**src/spi_pkg.sv**
```systemverilog
/*
 * shared types and register map for the spi peripheral
 * byte, address and bit counter widths, writable register addresses
 */
package spi_pkg;

    // data byte as it travels on serial_in and serial_out
    typedef logic [7:0] byte_t;

    // register address and the pointer that walks the map
    typedef logic [7:0] addr_t;

    typedef logic [2:0] bit_cnt_t;  // bit position inside a byte

    // writable configuration registers
    localparam addr_t ADDR_TRIGGER_MASK = 8'd1;
    localparam addr_t ADDR_INSTRUCTION  = 8'd2;
    localparam addr_t ADDR_MODE         = 8'd3;

    // read only channel bytes start here, lsb byte of channel 0 first
    localparam addr_t FIRST_CHANNEL_ADDR = 8'd4;

endpackage

```
**src/byte_rx.sv**
```systemverilog
/*
 * serial to parallel byte assembly, msb first
 * raises rx_valid for one cycle after the eighth bit
 */
`timescale 1ns/1ns

module byte_rx (
    input  logic           sclk,
    input  logic           rstn,
    input  logic           sel,        // frames the transaction
    input  logic           serial_in,
    output spi_pkg::byte_t rx_byte,
    output logic           rx_valid
);
    import spi_pkg::*;

    bit_cnt_t bit_cnt;  // bits taken so far in the current byte

    // data path, shifts only inside a frame
    always_ff @(posedge sclk) begin
        if (sel) begin
            rx_byte <= {rx_byte[6:0], serial_in};  // first bit ends up in bit 7
        end
    end

    always_ff @(posedge sclk or negedge rstn) begin
        if (!rstn) begin
            bit_cnt  <= '0;
            rx_valid <= 1'b0;
        end else if (!sel) begin
            bit_cnt  <= '0;                       // restart byte framing
            rx_valid <= 1'b0;
        end else begin
            bit_cnt  <= bit_cnt + 1'b1;           // wraps to 0 after bit 7
            rx_valid <= (bit_cnt == '1);          // eighth bit taken this edge
        end
    end

endmodule

```
**src/cmd_decoder.sv**
```systemverilog
/*
 * address pointer and write decode
 * holds the trigger mask, instruction and mode registers
 */
`timescale 1ns/1ns

module cmd_decoder (
    input  logic           sclk,
    input  logic           rstn,
    input  logic           sel,
    input  spi_pkg::byte_t rx_byte,
    input  logic           rx_valid,
    output spi_pkg::addr_t pointer,
    output spi_pkg::byte_t trigger_channel_mask,
    output spi_pkg::byte_t instruction,
    output spi_pkg::byte_t mode
);
    import spi_pkg::*;

    logic ptr_set;  // byte sets the pointer
    logic wr_en;    // byte is data for the register at pointer

    assign ptr_set = sel && rx_valid && (pointer == '0);
    assign wr_en   = sel && rx_valid && (pointer != '0);

    // first byte of a frame loads the pointer, later bytes step it
    always_ff @(posedge sclk or negedge rstn) begin
        if (!rstn) begin
            pointer <= '0;
        end else if (!sel) begin
            pointer <= '0;
        end else if (ptr_set) begin
            pointer <= addr_t'(rx_byte);
        end else if (wr_en) begin
            pointer <= pointer + 1'b1;
        end
    end

    // configuration registers keep their value across frames
    always_ff @(posedge sclk or negedge rstn) begin
        if (!rstn) begin
            trigger_channel_mask <= '0;
            instruction          <= '0;
            mode                 <= '0;
        end else if (wr_en) begin
            case (pointer)
                ADDR_TRIGGER_MASK: trigger_channel_mask <= rx_byte;
                ADDR_INSTRUCTION:  instruction          <= rx_byte;
                ADDR_MODE:         mode                 <= rx_byte;
                default: ;  // read only or unmapped, pointer still steps
            endcase
        end
    end

endmodule

```
**src/readback_mux.sv**
```systemverilog
/*
 * read data selection by pointer
 * configuration bytes plus channel words cut into lsb first bytes
 */
`timescale 1ns/1ns

module readback_mux #(
    parameter int NUM_CHANNELS = 8,
    parameter int CH_WIDTH     = 50
) (
    input  spi_pkg::addr_t                   pointer,
    input  spi_pkg::byte_t                   trigger_channel_mask,
    input  spi_pkg::byte_t                   instruction,
    input  spi_pkg::byte_t                   mode,
    input  logic [NUM_CHANNELS*CH_WIDTH-1:0] channel_data,  // channel 0 in the low bits
    output spi_pkg::byte_t                   read_byte
);
    import spi_pkg::*;

    localparam int BYTES_PER_CH   = (CH_WIDTH + 7) / 8;      // 7 for 50 bit words
    localparam int CH_BITS_PADDED = BYTES_PER_CH * 8;
    localparam int NUM_BYTES      = NUM_CHANNELS * BYTES_PER_CH;

    logic [NUM_BYTES*8-1:0] byte_map;   // every channel padded up to whole bytes
    addr_t                  ch_offset;  // byte index into byte_map
    logic                   in_ch_map;

    // pad each channel word with zeros above CH_WIDTH
    always_comb begin
        byte_map = '0;
        for (int c = 0; c < NUM_CHANNELS; c++) begin
            byte_map[c*CH_BITS_PADDED +: CH_WIDTH] = channel_data[c*CH_WIDTH +: CH_WIDTH];
        end
    end

    assign ch_offset = pointer - FIRST_CHANNEL_ADDR;
    assign in_ch_map = (pointer >= FIRST_CHANNEL_ADDR) && (int'(ch_offset) < NUM_BYTES);

    always_comb begin
        case (pointer)
            ADDR_TRIGGER_MASK: read_byte = trigger_channel_mask;
            ADDR_INSTRUCTION:  read_byte = instruction;
            ADDR_MODE:         read_byte = mode;
            default: begin
                if (in_ch_map) begin
                    read_byte = byte_map[int'(ch_offset)*8 +: 8];
                end else begin
                    read_byte = '0;  // address 0 and past the map
                end
            end
        endcase
    end

endmodule

```
**src/spi_peripheral.sv**
```systemverilog
/*
 * spi peripheral top level
 * byte receive, command decode, readback select and transmit shifter
 */
`timescale 1ns/1ns

module spi_peripheral #(
    parameter int NUM_CHANNELS = 8,
    parameter int CH_WIDTH     = 50
) (
    input  logic                             sclk,
    input  logic                             rstn,
    input  logic                             sel,
    input  logic                             serial_in,
    input  logic [NUM_CHANNELS*CH_WIDTH-1:0] channel_data,
    output logic                             serial_out,
    output spi_pkg::byte_t                   trigger_channel_mask,
    output spi_pkg::byte_t                   instruction,
    output spi_pkg::byte_t                   mode
);
    import spi_pkg::*;

    byte_t rx_byte;    // assembled byte from serial_in
    logic  rx_valid;   // one cycle strobe per byte
    addr_t pointer;    // current register address
    byte_t read_byte;  // data at pointer, before the update

    byte_rx u_byte_rx (
        .sclk      (sclk),
        .rstn      (rstn),
        .sel       (sel),
        .serial_in (serial_in),
        .rx_byte   (rx_byte),
        .rx_valid  (rx_valid)
    );

    cmd_decoder u_cmd_decoder (
        .sclk                 (sclk),
        .rstn                 (rstn),
        .sel                  (sel),
        .rx_byte              (rx_byte),
        .rx_valid             (rx_valid),
        .pointer              (pointer),
        .trigger_channel_mask (trigger_channel_mask),
        .instruction          (instruction),
        .mode                 (mode)
    );

    // combinational, follows pointer
    readback_mux #(
        .NUM_CHANNELS (NUM_CHANNELS),
        .CH_WIDTH     (CH_WIDTH)
    ) u_readback_mux (
        .pointer              (pointer),
        .trigger_channel_mask (trigger_channel_mask),
        .instruction          (instruction),
        .mode                 (mode),
        .channel_data         (channel_data),
        .read_byte            (read_byte)
    );

    // loads on the same edge that the decoder acts on the byte
    tx_shifter u_tx_shifter (
        .sclk       (sclk),
        .rstn       (rstn),
        .sel        (sel),
        .read_byte  (read_byte),
        .rx_valid   (rx_valid),
        .serial_out (serial_out)
    );

endmodule

```
**src/tx_shifter.sv**
```systemverilog
/*
 * output shift register for serial_out
 * loads on rx_valid, sends lsb first with zero fill
 */
`timescale 1ns/1ns

module tx_shifter (
    input  logic           sclk,
    input  logic           rstn,
    input  logic           sel,
    input  spi_pkg::byte_t read_byte,
    input  logic           rx_valid,   // load strobe
    output logic           serial_out
);
    import spi_pkg::*;

    byte_t shift_q;

    // a new load overwrites whatever bits are left
    always_ff @(posedge sclk or negedge rstn) begin
        if (!rstn) begin
            shift_q <= '0;
        end else if (!sel) begin
            shift_q <= '0;
        end else if (rx_valid) begin
            shift_q <= read_byte;
        end else begin
            shift_q <= {1'b0, shift_q[7:1]};  // next bit moves into bit 0
        end
    end

    assign serial_out = shift_q[0];

endmodule

```
**config.mk**
```make
export PLATFORM = sky130hd
export DESIGN_NAME = spi_peripheral
export DESIGN_NICKNAME = d
export VERILOG_FILES = /design/src/spi_pkg.sv /design/src/byte_rx.sv /design/src/cmd_decoder.sv /design/src/readback_mux.sv /design/src/spi_peripheral.sv /design/src/tx_shifter.sv
export SDC_FILE = /design/constraint.sdc
export NUM_CORES = 1
export LEC_CHECK = 0
export BUFFER_PORTS_ARGS = -buffer_cell sky130_fd_sc_hd__buf_2
export CAP_MARGIN = 20
export CORE_AREA = 2 2 166 168
export DETAILED_ROUTE_END_ITERATION = 16
export DIE_AREA = 0 0 168 170
export PLACE_DENSITY = 0.63
export SYNTH_ARGS = -nofsm -noshare
export SYNTH_HDL_FRONTEND = slang
export SYNTH_SLANG_ARGS = --single-unit
```
**constraint.sdc**
```tcl
create_clock -name sclk -period 2.3 [get_ports sclk]
set_input_delay 0.46 -clock sclk [delete_from_list [all_inputs] [get_ports sclk]]
set_output_delay 0.46 -clock sclk [all_outputs]
set_load 0.02 [all_outputs]
```
==> results.py <==
metrics = {
    "clock_tree": {
        "clk_path_buf_depth": 2,
        "cts_tree": "done",
        "cts_root_buf": "clkbuf_16",
        "htreeDepth": 2,
        "clock_latency_ns": 0.31,
        "clk_pin_slew_ns": 0.08,
        "clock-sinks": 52,
        "holdBufCountCts": 0,
        "cts_made_buffers": 5,
    },
    "logic_synthesis": {
        "ys_types": 61,
        "synth_edf_count": 8,
        "ys.flop_type": "dfrtp_1",
        "post-synth-top-count-cell": "mux2_2",
        "synth_area_leader_cell": "dfrtp_1",
        "async_flop_share": 0.846,
        "synth_top_area_frac": 0.181,
        "ys_ff_latch": 52,
        "netlist_top_cells_area": "dfrtp_1 (18%), mux4_2 (17%), mux2_2 (13%)",
        "ys_top_cells_by_count": "mux2_2 (70), nor2_1 (52), mux4_2 (47)",
        "syn_area_per_cell_um2": 10.2,
        "synth_seq_area_share": 0.220,
        "yosys_warnings": 0,
        "syn_nets": 1007,
        "syn_inst": 594,
        "syn_area_um2": 6080,
    },
    "timing": {
        "fin_crit_sh": 1.00,
        "drv_slew": 0,
        "skew_ns": 0.00699,
        "setup_ws_ns": -0.00550,
        "tightest_slew_ns": 0.718,
        "hold_ws_ns": 0.198,
        "fin_crit_ns": 2.31,
        "fmax_mhz": 434,
        "hold_viol": 0,
        "relSlewSlack": 0.521,
        "setup_viol_count_final": 1,
        "rsz0062_at_grt": "yes",
    },
    "power_and_ir_drop": {
        "clkPwrFrac": 0.325,
        "p_int_w": 0.00176,
        "power.density_nw_per_um2": 252,
        "swShare": 0.272,
        "seq_power_share": 0.401,
        "p_sw_w": 0.000656,
        "p_leak_nw": 4.36,
        "peakVddDrop_v": 0.000227,
        "pwr-share-comb": 0.274,
    },
    "floorplanning": {
        "die_y_um": 170,
        "io_pins": 429,
        "die_x_um": 168,
        "die_area_um2": 28600,
        "fp-row-count": 60,
        "core_area_um2": 26700,
        "initial_utilization": 0.228,
    },
    "routing": {
        "vias": 7553,
        "drcViolationCount": 0,
        "wire_per_inst_um": 23.6,
        "drt_wl_total_mm": 33.3,
        "dr.first_iter.drc_count": 496,
        "via_per_inst": 5.35,
        "ant_nets": 0,
        "dr.pass1.iters": 5,
    },
    "placed_design": {
        "dp_slack_ns": -0.161,
        "dp_cells": 1386,
        "io_buffers": 428,
        "dpl_cell_area_um2": 9000,
        "dpl.hpwl_mm": 27.2,
        "place.gp.congestion": 0.841,
    },
    "critical_path": {
        "r2r_slack_ns": -0.006,
        "cp-end-kind": "flip-flop",
        "r2r-start": "u_cmd_decoder.pointer[2]",
        "crit_arrival_ns": 2.49,
        "worstSetupStartpointType": "flip-flop",
        "critPathMaxFanout": 30,
        "rr_endpoint": "u_tx_shifter.shift_q[7]",
        "crit_required_ns": 2.49,
        "reg2regPathDepth": 7,
        "crit_type": "flip-flop to flip-flop",
    },
    "run_status": {
        "failed_checks": "setup timing",
        "run_status": "finished, violations left",
    },
    "cells_and_area": {
        "drive_above_1_share": 0.654,
        "nets": 1480,
        "fin_area_um2": 9570,
        "fin_cells": 1411,
        "area_delta_synth_final_pct": 57.2,
    },
    "global_route": {
        "globalRouteOverflowTotal": 0,
        "grt_pass1_vias": 7412,
        "grt_pass1_wl_mm": 46.4,
        "grt_max_degree": 45,
        "grt_usage": 0.219,
        "grt_antenna_before_repair": 3,
    },
    "min_path": {
        "hold_class": "input pin to asynchronous set/reset pin",
    },
    "job": {
        "drv_cap": 0,
    },
}
==> cells by family after synthesis <==
kind of cell | after synthesis | synth area share
xor+xnor | 3 | 0.00432
fa+ha+maj | 9 | 0.0185
buf+inv | 63 | 0.0603
compound gates | 154 | 0.181
flops | 52 | 0.220
mux | 146 | 0.381
simple gates | 167 | 0.135
==> cell type report <==
type                    instances  area [um^2]
diodes                          2         5.00
clock inverters                 3         21.3
fillers                      2710        17100
repair buffers                522         3020
multi-input cells             479         4580
inverters                       7         30.0
well taps                     341          427
flip-flops and latches         52         1350
clock buffers                   5          125
==> worst max-delay path, stage by stage, from the launching register on <==
cell and delay, ns:
dfrtp_4 0.51, buf_12 0.19, or4_1 0.55, a21oi_2 0.18, buf_4 0.22, o21ai_0 0.22, a21oi_1 0.19, o32ai_1 0.10
==> cells in the final DEF (no fill, tap or decap), types with 4 or more instances in the layout <==
master	count
a21oi_2	4
nor2_1	51
o21ai_1	6
o21ai_0	29
mux4_1	9
nor3_2	5
nand2_1	39
buf_12	6
a221oi_2	5
a222oi_1	8
dfrtp_1	41
mux2i_1	18
a31oi_1	6
a21oi_1	20
buf_2	428
nand3_1	13
a221oi_1	34
nor3_1	11
mux2_2	70
nand4_1	7
a22oi_1	7
and3_1	5
buf_4	78
buf_6	6
clkbuf_16	6
o31ai_1	11
nor4_2	7
and2_1	5
ha_1	6
edfxtp_1	8
mux4_2	49
inv_1	5
==> layer usage <==
layer	global-route usage	routed length (um)
met1	0.286	13900
met2	0.367	16100
met3	0.0405	2270
met4	0.0726	1030
met5	0	12
==> repair_timing <==
| item | 4_1_cts | 5_1_grt |
|---|---|---|
| endpoints found under the setup margin | 7 | 8 |
| gates cloned | 1 | 1 |
| gates resized for setup | 20 | 41 |
| setup buffers | 1 | 12 |
| pin swaps | 2 | 5 |
==> how the worst max path moves through the flow <==
stage                     slack, ns                     start                       to
final                        -0.006  u_cmd_decoder.pointer[2]  u_tx_shifter.shift_q[7]
after global routing          -0.04  u_cmd_decoder.pointer[2]  u_tx_shifter.shift_q[7]
after CTS                     -0.04  u_cmd_decoder.pointer[2]  u_tx_shifter.shift_q[7]
after detailed placement      -0.16  u_cmd_decoder.pointer[0]  u_tx_shifter.shift_q[7]
after global placement        -0.09  u_cmd_decoder.pointer[0]  u_tx_shifter.shift_q[7]
after floorplan               0.002  u_cmd_decoder.pointer[2]  u_tx_shifter.shift_q[5]
==> metrics by stage <==
stage	setup TNS, ns	util	total power (W)
final	-0.00550	0.359	0.00241
after global routing	-0.0891	0.359	0.00252
after CTS	-0.108	0.348	0.00242
after detailed placement	-0.504	0.338	0.00163
after global placement	-0.387	0.338	0.00163
after floorplan	0	-	0.00118
==> power groups by stage <==
stage / logic [W] / clock network (W) / registers [W]
final: 0.000660 / 0.000785 / 0.000967
after global routing: 0.000713 / 0.000841 / 0.000968
after global placement: 0.000642 / 0 / 0.000984
after detailed placement: 0.000649 / 0 / 0.000985
after floorplan: 0.000204 / 0 / 0.000976
after CTS: 0.000656 / 0.000796 / 0.000966
==> sequential cells by signal, summed over array words and instances, names as in the netlist <==
register	cells
u_byte_rx.rx_byte	8
u_cmd_decoder.instruction	8
u_cmd_decoder.mode	8
u_cmd_decoder.pointer	8
u_cmd_decoder.trigger_channel_mask	8
u_tx_shifter.shift_q	8
u_byte_rx.bit_cnt	3
u_byte_rx.rx_valid	1
Note: power is estimated with default switching activity, not from simulation.
